[src/ra_pkg.sv]
//~~~~~~~~~~~~~~~~~~~~~~~~~~~~~~~~~~~~~~~~~~~~~~~~~~~~~~~~~~~~~~~~~~~~
// Register access stage definitions
// Field widths, register numbers, operand size codes and the
// instruction records exchanged with decode and address generation
//~~~~~~~~~~~~~~~~~~~~~~~~~~~~~~~~~~~~~~~~~~~~~~~~~~~~~~~~~~~~~~~~~~~~
package ra_pkg;

    localparam int data_width    = 32;
    localparam int reg_num_width = 3;
    localparam int gpr_count     = 8;

    // Register numbers the stage acts on by itself
    localparam logic [reg_num_width-1:0] reg_esp = 3'd4;
    localparam logic [reg_num_width-1:0] reg_esi = 3'd6;
    localparam logic [reg_num_width-1:0] reg_edi = 3'd7;

    // Operand selector meaning the register sits in ModRM rm
    localparam logic [2:0] op_modrm_rm = 3'd4;

    typedef logic [1:0] size_t;

    localparam size_t size_byte  = 2'd1;
    localparam size_t size_word  = 2'd2;
    localparam size_t size_dword = 2'd3;

    typedef struct packed {
        logic pop;
        logic push;
    } stack_op_t;

    // Instruction as delivered by decode
    typedef struct packed {
        size_t                    size;
        logic [2:0]               op0;
        logic [2:0]               op1;
        logic [reg_num_width-1:0] op0_reg;
        logic [reg_num_width-1:0] op1_reg;
        logic [7:0]               modrm;
        stack_op_t                stack_op;
        logic                     movs;
        logic [data_width-1:0]    imm;
        logic [data_width-1:0]    pc;
    } decode_t;

    // Indexed by register number, eax at 0
    typedef logic [gpr_count-1:0][data_width-1:0] gpr_set_t;

    typedef struct packed {
        logic                     en;
        logic [reg_num_width-1:0] num;
        logic                     stack;
        logic [data_width-1:0]    data;
    } wb_t;

    // Instruction handed to address generation
    typedef struct packed {
        size_t                    size;
        logic [2:0]               op0;
        logic [2:0]               op1;
        logic [reg_num_width-1:0] op0_reg;
        logic [reg_num_width-1:0] op1_reg;
        logic [7:0]               modrm;
        logic [data_width-1:0]    imm;
        logic [data_width-1:0]    pc;
        stack_op_t                stack_op;
        logic [data_width-1:0]    stack_address;
        gpr_set_t                 regs;
    } issue_t;

    // Byte count of an operand size code
    function automatic logic [data_width-1:0] size_bytes(input size_t size);
        case (size)
            size_byte:  return 32'd1;
            size_word:  return 32'd2;
            size_dword: return 32'd4;
            default:    return '0;
        endcase
    endfunction

endpackage

[src/gpr_file.sv]
//~~~~~~~~~~~~~~~~~~~~~~~~~~~~~~~~~~~~~~~~~~~~~~~~~~~~~~~~~~~~~~~~~~~~
// General register file
// Eight 32-bit registers with one writeback port and the string
// move stepping of ESI and EDI
//~~~~~~~~~~~~~~~~~~~~~~~~~~~~~~~~~~~~~~~~~~~~~~~~~~~~~~~~~~~~~~~~~~~~
`timescale 1ns/1ps

module gpr_file (
    input  logic             clk,
    input  logic             reset,
    input  logic             accept,
    input  ra_pkg::decode_t  d_instr,
    input  ra_pkg::wb_t      wb,
    input  logic             flag_df,
    output ra_pkg::gpr_set_t regs
);

    ra_pkg::gpr_set_t gpr_q;

    logic [ra_pkg::data_width-1:0] step;
    logic [ra_pkg::data_width-1:0] esi_cur;
    logic [ra_pkg::data_width-1:0] edi_cur;
    logic [ra_pkg::data_width-1:0] esi_next;
    logic [ra_pkg::data_width-1:0] edi_next;
    logic                          movs_step;

    assign esi_cur = gpr_q[ra_pkg::reg_esi];
    assign edi_cur = gpr_q[ra_pkg::reg_edi];

    // Step is the operand size in bytes
    assign step      = ra_pkg::size_bytes(d_instr.size);
    assign movs_step = accept && d_instr.movs;

    // DF set walks the strings downward
    always_comb begin
        if (flag_df) begin
            esi_next = esi_cur - step;
            edi_next = edi_cur - step;
        end else begin
            esi_next = esi_cur + step;
            edi_next = edi_cur + step;
        end
    end

    // Writeback comes last so it overrides a same-cycle step
    always_ff @(posedge clk) begin
        if (reset) begin
            gpr_q <= '0;
        end else begin
            if (movs_step) begin
                gpr_q[ra_pkg::reg_esi] <= esi_next;
                gpr_q[ra_pkg::reg_edi] <= edi_next;
            end
            if (wb.en) begin
                gpr_q[wb.num] <= wb.data;
            end
        end
    end

    // Read side shows the registers before this cycle's updates
    assign regs = gpr_q;

    // Writeback unit must present a known register number
    wb_num_known: assert property (
        @(posedge clk) disable iff (reset)
        wb.en |-> !$isunknown(wb.num)
    );

endmodule

[src/operand_select.sv]
//~~~~~~~~~~~~~~~~~~~~~~~~~~~~~~~~~~~~~~~~~~~~~~~~~~~~~~~~~~~~~~~~~~~~
// Operand select
// Resolves both operand register numbers of a decoded instruction,
// taking ModRM rm where the selector asks for it
//~~~~~~~~~~~~~~~~~~~~~~~~~~~~~~~~~~~~~~~~~~~~~~~~~~~~~~~~~~~~~~~~~~~~
`timescale 1ns/1ps

module operand_select (
    input  ra_pkg::decode_t                    d_instr,
    output logic [ra_pkg::reg_num_width-1:0]   op0_reg,
    output logic [ra_pkg::reg_num_width-1:0]   op1_reg
);

    // rm field of ModRM, shared by both operands
    logic [ra_pkg::reg_num_width-1:0] modrm_rm;

    assign modrm_rm = d_instr.modrm[2:0];

    function automatic logic [ra_pkg::reg_num_width-1:0] resolve_reg(
        input logic [2:0]                       sel,
        input logic [ra_pkg::reg_num_width-1:0] decoded,
        input logic [ra_pkg::reg_num_width-1:0] rm
    );
        if (sel == ra_pkg::op_modrm_rm) begin
            return rm;
        end
        return decoded;
    endfunction

    // Destination side operand
    always_comb begin
        op0_reg = resolve_reg(d_instr.op0, d_instr.op0_reg, modrm_rm);
    end

    // Source side operand
    always_comb begin
        op1_reg = resolve_reg(d_instr.op1, d_instr.op1_reg, modrm_rm);
    end

endmodule

[src/ra_output_stage.sv]
//~~~~~~~~~~~~~~~~~~~~~~~~~~~~~~~~~~~~~~~~~~~~~~~~~~~~~~~~~~~~~~~~~~~~
// Output pipeline register
// One-entry valid/ready stage toward address generation
//~~~~~~~~~~~~~~~~~~~~~~~~~~~~~~~~~~~~~~~~~~~~~~~~~~~~~~~~~~~~~~~~~~~~
`timescale 1ns/1ps

module ra_output_stage (
    input  logic           clk,
    input  logic           reset,
    input  logic           d_valid,
    output logic           d_ready,
    output logic           accept,
    input  ra_pkg::issue_t issue_in,
    output logic           r_valid,
    input  logic           r_ready,
    output ra_pkg::issue_t r_instr
);

    logic           valid_q;
    ra_pkg::issue_t instr_q;

    // Room when empty or when the held entry leaves this cycle
    assign d_ready = !valid_q || r_ready;
    assign accept  = d_valid && d_ready;

    always_ff @(posedge clk) begin
        if (reset) begin
            valid_q <= 1'b0;
        end else if (accept) begin
            valid_q <= 1'b1;
        end else if (r_ready) begin
            valid_q <= 1'b0;
        end
    end

    always_ff @(posedge clk) begin
        if (accept) begin
            instr_q <= issue_in;
        end
    end

    assign r_valid = valid_q;
    assign r_instr = instr_q;

    // Stalled output holds until taken
    output_hold: assert property (
        @(posedge clk) disable iff (reset)
        (r_valid && !r_ready) |=> (r_valid && $stable(r_instr))
    );

endmodule

[src/register_access_top.sv]
//~~~~~~~~~~~~~~~~~~~~~~~~~~~~~~~~~~~~~~~~~~~~~~~~~~~~~~~~~~~~~~~~~~~~
// Register access stage
// Resolves operands, snapshots the registers, tracks the stack
// pointer and registers the result toward address generation
//~~~~~~~~~~~~~~~~~~~~~~~~~~~~~~~~~~~~~~~~~~~~~~~~~~~~~~~~~~~~~~~~~~~~
`timescale 1ns/1ps

module register_access_top (
    input  logic            clk,
    input  logic            reset,
    input  logic            d_valid,
    output logic            d_ready,
    input  ra_pkg::decode_t d_instr,
    output logic            r_valid,
    input  logic            r_ready,
    output ra_pkg::issue_t  r_instr,
    input  ra_pkg::wb_t     wb,
    input  logic            flag_df
);

    logic                             accept;
    logic [ra_pkg::reg_num_width-1:0] op0_reg;
    logic [ra_pkg::reg_num_width-1:0] op1_reg;
    logic [ra_pkg::data_width-1:0]    stack_address;
    ra_pkg::gpr_set_t                 regs;
    ra_pkg::issue_t                   issue_in;

    operand_select u_operand_select (
        .d_instr (d_instr),
        .op0_reg (op0_reg),
        .op1_reg (op1_reg)
    );

    gpr_file u_gpr_file (
        .clk     (clk),
        .reset   (reset),
        .accept  (accept),
        .d_instr (d_instr),
        .wb      (wb),
        .flag_df (flag_df),
        .regs    (regs)
    );

    stack_tracker u_stack_tracker (
        .clk           (clk),
        .reset         (reset),
        .accept        (accept),
        .d_instr       (d_instr),
        .wb            (wb),
        .stack_address (stack_address)
    );

    // Decode fields plus everything resolved in this stage
    always_comb begin
        issue_in.size          = d_instr.size;
        issue_in.op0           = d_instr.op0;
        issue_in.op1           = d_instr.op1;
        issue_in.op0_reg       = op0_reg;
        issue_in.op1_reg       = op1_reg;
        issue_in.modrm         = d_instr.modrm;
        issue_in.imm           = d_instr.imm;
        issue_in.pc            = d_instr.pc;
        issue_in.stack_op      = d_instr.stack_op;
        issue_in.stack_address = stack_address;
        issue_in.regs          = regs;
    end

    ra_output_stage u_ra_output_stage (
        .clk      (clk),
        .reset    (reset),
        .d_valid  (d_valid),
        .d_ready  (d_ready),
        .accept   (accept),
        .issue_in (issue_in),
        .r_valid  (r_valid),
        .r_ready  (r_ready),
        .r_instr  (r_instr)
    );

endmodule

[src/stack_tracker.sv]
//~~~~~~~~~~~~~~~~~~~~~~~~~~~~~~~~~~~~~~~~~~~~~~~~~~~~~~~~~~~~~~~~~~~~
// Stack tracker
// Working stack pointer ahead of the architectural ESP and the
// push/pop stack address of the accepted instruction
//~~~~~~~~~~~~~~~~~~~~~~~~~~~~~~~~~~~~~~~~~~~~~~~~~~~~~~~~~~~~~~~~~~~~
`timescale 1ns/1ps

module stack_tracker (
    input  logic                          clk,
    input  logic                          reset,
    input  logic                          accept,
    input  ra_pkg::decode_t               d_instr,
    input  ra_pkg::wb_t                   wb,
    output logic [ra_pkg::data_width-1:0] stack_address
);

    logic [ra_pkg::data_width-1:0] esp_q;
    logic [ra_pkg::data_width-1:0] step;
    logic [ra_pkg::data_width-1:0] esp_push;
    logic [ra_pkg::data_width-1:0] esp_pop;
    logic                          esp_reload;
    logic                          do_push;
    logic                          do_pop;

    assign step     = ra_pkg::size_bytes(d_instr.size);
    assign esp_push = esp_q - step;
    assign esp_pop  = esp_q + step;

    assign do_push = accept && d_instr.stack_op.push;
    assign do_pop  = accept && d_instr.stack_op.pop;

    // Non-stack write to ESP, e.g. a mov, resyncs the working copy
    assign esp_reload = wb.en && !wb.stack && (wb.num == ra_pkg::reg_esp);

    // Pop reads at ESP, push writes below it
    always_comb begin
        if (d_instr.stack_op.pop) begin
            stack_address = esp_q;
        end else if (d_instr.stack_op.push) begin
            stack_address = esp_push;
        end else begin
            stack_address = '0;
        end
    end

    always_ff @(posedge clk) begin
        if (reset) begin
            esp_q <= '0;
        end else if (esp_reload) begin
            esp_q <= wb.data;
        end else if (do_push) begin
            esp_q <= esp_push;
        end else if (do_pop) begin
            esp_q <= esp_pop;
        end
    end

    // Decode never marks an instruction as both push and pop
    push_pop_exclusive: assert property (
        @(posedge clk) disable iff (reset)
        accept |-> !(d_instr.stack_op.push && d_instr.stack_op.pop)
    );

endmodule

[config.mk]
export PLATFORM = sky130hd
export DESIGN_NAME = register_access_top
export DESIGN_NICKNAME = d
export VERILOG_FILES = /design/src/ra_pkg.sv /design/src/gpr_file.sv /design/src/operand_select.sv /design/src/ra_output_stage.sv /design/src/register_access_top.sv /design/src/stack_tracker.sv
export SDC_FILE = /design/constraint.sdc
export NUM_CORES = 1
export LEC_CHECK = 0
export ABC_AREA = 1
export BUFFER_PORTS_ARGS = -buffer_cell sky130_fd_sc_hd__buf_2
export CAP_MARGIN = 20
export CORE_MARGIN = 10
export CORE_UTILIZATION = 45
export CTS_CLUSTER_DIAMETER = 120
export DETAILED_ROUTE_END_ITERATION = 8
export PLACE_DENSITY = 0.67
export SLEW_MARGIN = 30
export SYNTH_ARGS = -nofsm -noshare
export SYNTH_HDL_FRONTEND = slang
export SYNTH_SLANG_ARGS = --single-unit
[constraint.sdc]
create_clock -name clk -period 13.22 [get_ports clk]
set_input_delay 2.644 -clock clk [delete_from_list [all_inputs] [get_ports clk]]
set_output_delay 2.644 -clock clk [all_outputs]
set_load 0.05 [all_outputs]
==> results.md <==
- Maximum VDD drop: 126 uV
- Avg Inst Size Synth: 9.75 um2
- Clk buf depth: 3
- Clock sink total: 665
- Gp weighted congestion: 0.989
- Leak: 14.3 nW
- Worst setup SP type: input pin
- Setup Buffers After CTS: 0
- Crit path max-delay family: buffers and inverters
- Worst-Skew Late Latency: 0.64 ns
- Class of the worst hold path: register to register
- Synthesized cell area: 0.0282 mm2
- Largest net degree at the start of global routing: 167
- Aggregate global-route resource usage: 25.9%
- Fin. Hold Viols: 0
- Post-synthesis cell count: 2892
- RSZ-0062 raised after global routing: false
- Hold_ws: 0.417 ns
- Switching share of power: 31.9%
- Number of remaining DRC errors: 0
- Detailed-route wire length per cell: 23.2 um
- CTS tree: built
- Async set-or-reset flop fraction in the synthesized netlist: 0%
- Gate power share: 18.4%
- Slew @ Worst Pin: 1.03 ns
- Synth Register Bits: 665
- Sequential power share: 45.3%
- Total Wirelength: 98.9 mm
- Fmax: 0.174 GHz
- Global-route wire length before repair: 143 mm
- Period utilisation layout: 43.6%
- Crit path max fanout: 3
- Clock share of power: 36.3%
- Dpl ws: 7.39 ns
- Most numerous cell in the Yosys netlist: nand2_1
- Root buffer cell: clkbuf_16
- Vias/cell: 5.48
- Fin crit period: 5.76 ns
- Levels on crit path: 4
- Fin. max-slew vios: 0
- Final worst setup slack: 7.46 ns
- Yosys warnings: 0
- Die Ht: 270 um
- Clock slew at reported path FFs: 0.06 ns
- Internal power: 3.61 mW
- Mapped Nets: 3102
- # port buffers: 508
- Quantity of gates resized following cts: 0
- Post-synth EDFFs: 376
- Die width: 270 um
- Clock Skews: 0.0396 ns
- Synth cell count leaders: 390 x nand2_1, 376 x edfxtp_1, 344 x a21oi_1
- Count of final setup violators: 0
- Post-route ant nets: 0
- Die area: 0.0731 mm2
- Largest stage delay, worst path: 0.28 ns
- Post-DP Area: 0.0315 mm2
- GR Overflow Total: 0
- Cell variety after synth: 53
- Post-synthesis sequential area ratio: 60.6%
- Fin Setup TNS: 0 ns
- Worst Path Class, Setup: input pin to output pin
- Starting Density: 45.6%
- Status: completed
- Max_cap viols: 0
- DP Wirelength: 68.0 mm
- # hold bufs at CTS: 0
- Post-synth top area share: 40.0%
- IO Pins: 509
- CP most frequent cell: buf_2
- Nets: 3569
- Psw: 1.70 mW
- Crit. End Element: output pin
- Power per cell area: 157 mW/mm2
- R2R cell count: 5
- Initial antenna violation count: 11
- 1st-iter DRT viols: 2743
- Vias in the first global route: 21636
- Area growth syn-to-layout: 19.8%
- CP Cell Sequence: buf_2, inv_1, nand2_1, buf_2
- Vias: 23337
- Ranking of synthesized cells by area: edfxtp_1 40%, dfxtp_1 21%, a21oi_1 6.1%
- H-tree Lvls: 3
- FP Rows: 91
- Worst path slowest cell: buf_2
- Most common flop cell mapped by yosys: edfxtp_1
- Core Region: 0.0618 mm2
- Worst slew margin: 31.1%
- Final Cell Area: 0.0338 mm2
- Arr. time, crit path: 3.12 ns
- Buffers plus inverters on the worst setup path: 3
- Largest area contributor in the netlist: edfxtp_1
- Worst Hold Depth: 0
- Num CTS Buffers: 70
- Share of cells above drive strength 1: 21.2%
- Required time of the critical path: 10.58 ns
- First-pass DRT Iterations: 7
-- stage by stage --
| step | power, mW | instances | util, % |
|---|---|---|---|
| finish | 5.31 | 4258 | 54.6 |
| global route | 5.51 | 4257 | 54.6 |
| CTS | 5.33 | 4253 | 54.6 |
| detailed placement | 3.41 | 4123 | 50.9 |
| global placement | 3.41 | 4123 | 50.9 |
| floorplan | 3.14 | 2892 | - |
-- routing by layer --
layer | up-vias | global-route usage, % | part of all wire (%)
met5 | - | 0 | 0.011
met4 | 2 | 10.0 | 3.5
met3 | 152 | 6.54 | 9.9
met2 | 1156 | 40.3 | 45
met1 | 11057 | 34.2 | 41
li1 | 10970 | - | -
-- worst register-to-register path: cells and delay by family (launching register included) --
kind	cells	cell delay, ns
AND/OR/NAND/NOR	2	0.26
buffers and inverters	3	1.97
flip-flops	1	0.31
-- layout by cell type (no fill, tap or decap), types with 6 or more instances in the layout --
| master | instances |
|---|---|
| buf_2 | 508 |
| nand2_1 | 388 |
| edfxtp_1 | 376 |
| a21oi_1 | 344 |
| o21ai_0 | 333 |
| nor2_1 | 296 |
| dfxtp_1 | 289 |
| inv_1 | 204 |
| nand3_1 | 134 |
| ha_1 | 78 |
| clkbuf_16 | 70 |
| nor3_1 | 46 |
| xor2_1 | 40 |
| o22ai_1 | 29 |
| nand2_2 | 26 |
| clkbuf_1 | 19 |
| nand4_1 | 15 |
| a31oi_1 | 15 |
| clkinv_2 | 14 |
| inv_2 | 13 |
| a21boi_0 | 13 |
| buf_4 | 13 |
| nor2_4 | 12 |
| nor2_2 | 10 |
| o221ai_1 | 9 |
| or2_2 | 8 |
| clkbuf_8 | 8 |
| o211ai_1 | 7 |
| o21ai_1 | 7 |
| a221oi_1 | 7 |
| a21o_1 | 6 |
| o21bai_1 | 6 |
-- cells by family (layout without fill, tap and decap cells) --
family          Yosys count  in the layout  share of synthesized area, %
buf+inv                 351            876                          4.80
simple gates            965            965                          14.9
flops                   665            665                          60.6
other cells               0              4                             0
compound gates          788            788                          14.8
xor+xnor                 44             44                          1.37
fa+ha+maj                79             79                          3.53
-- worst paths after layout --
path | startpoint | end | slack (ns)
hold / removal | register | u_ra_output_stage.r_instr[182] | 0.42
setup reg to reg | u_ra_output_stage.r_valid | u_ra_output_stage.r_instr[352] | 10.27
setup / recovery | r_ready | d_ready | 7.46
hold reg to reg | register | u_ra_output_stage.r_instr[182] | 0.42
-- power groups by stage --
stage | sequential (mW) | combinational [mW] | clock (mW)
3_5_place_dp | 2.44 | 0.968 | 0
4_1_cts | 2.40 | 0.972 | 1.96
5_1_grt | 2.41 | 1.06 | 2.04
2_1_floorplan | 2.71 | 0.428 | 0
3_3_place_gp | 2.44 | 0.967 | 0
6_report | 2.40 | 0.979 | 1.93
-- area by class of cell --
class	instances	area, um2
antenna	4	10.0
clock buffer	97	1930
clock inverter	33	340
fill	5511	28000
inverter	221	847
multi-input combinational	1876	9820
sequential	665	17100
tap	837	1050
timing repair buffer	525	2710
No activity file was read; power rests on OpenSTA's default activity.
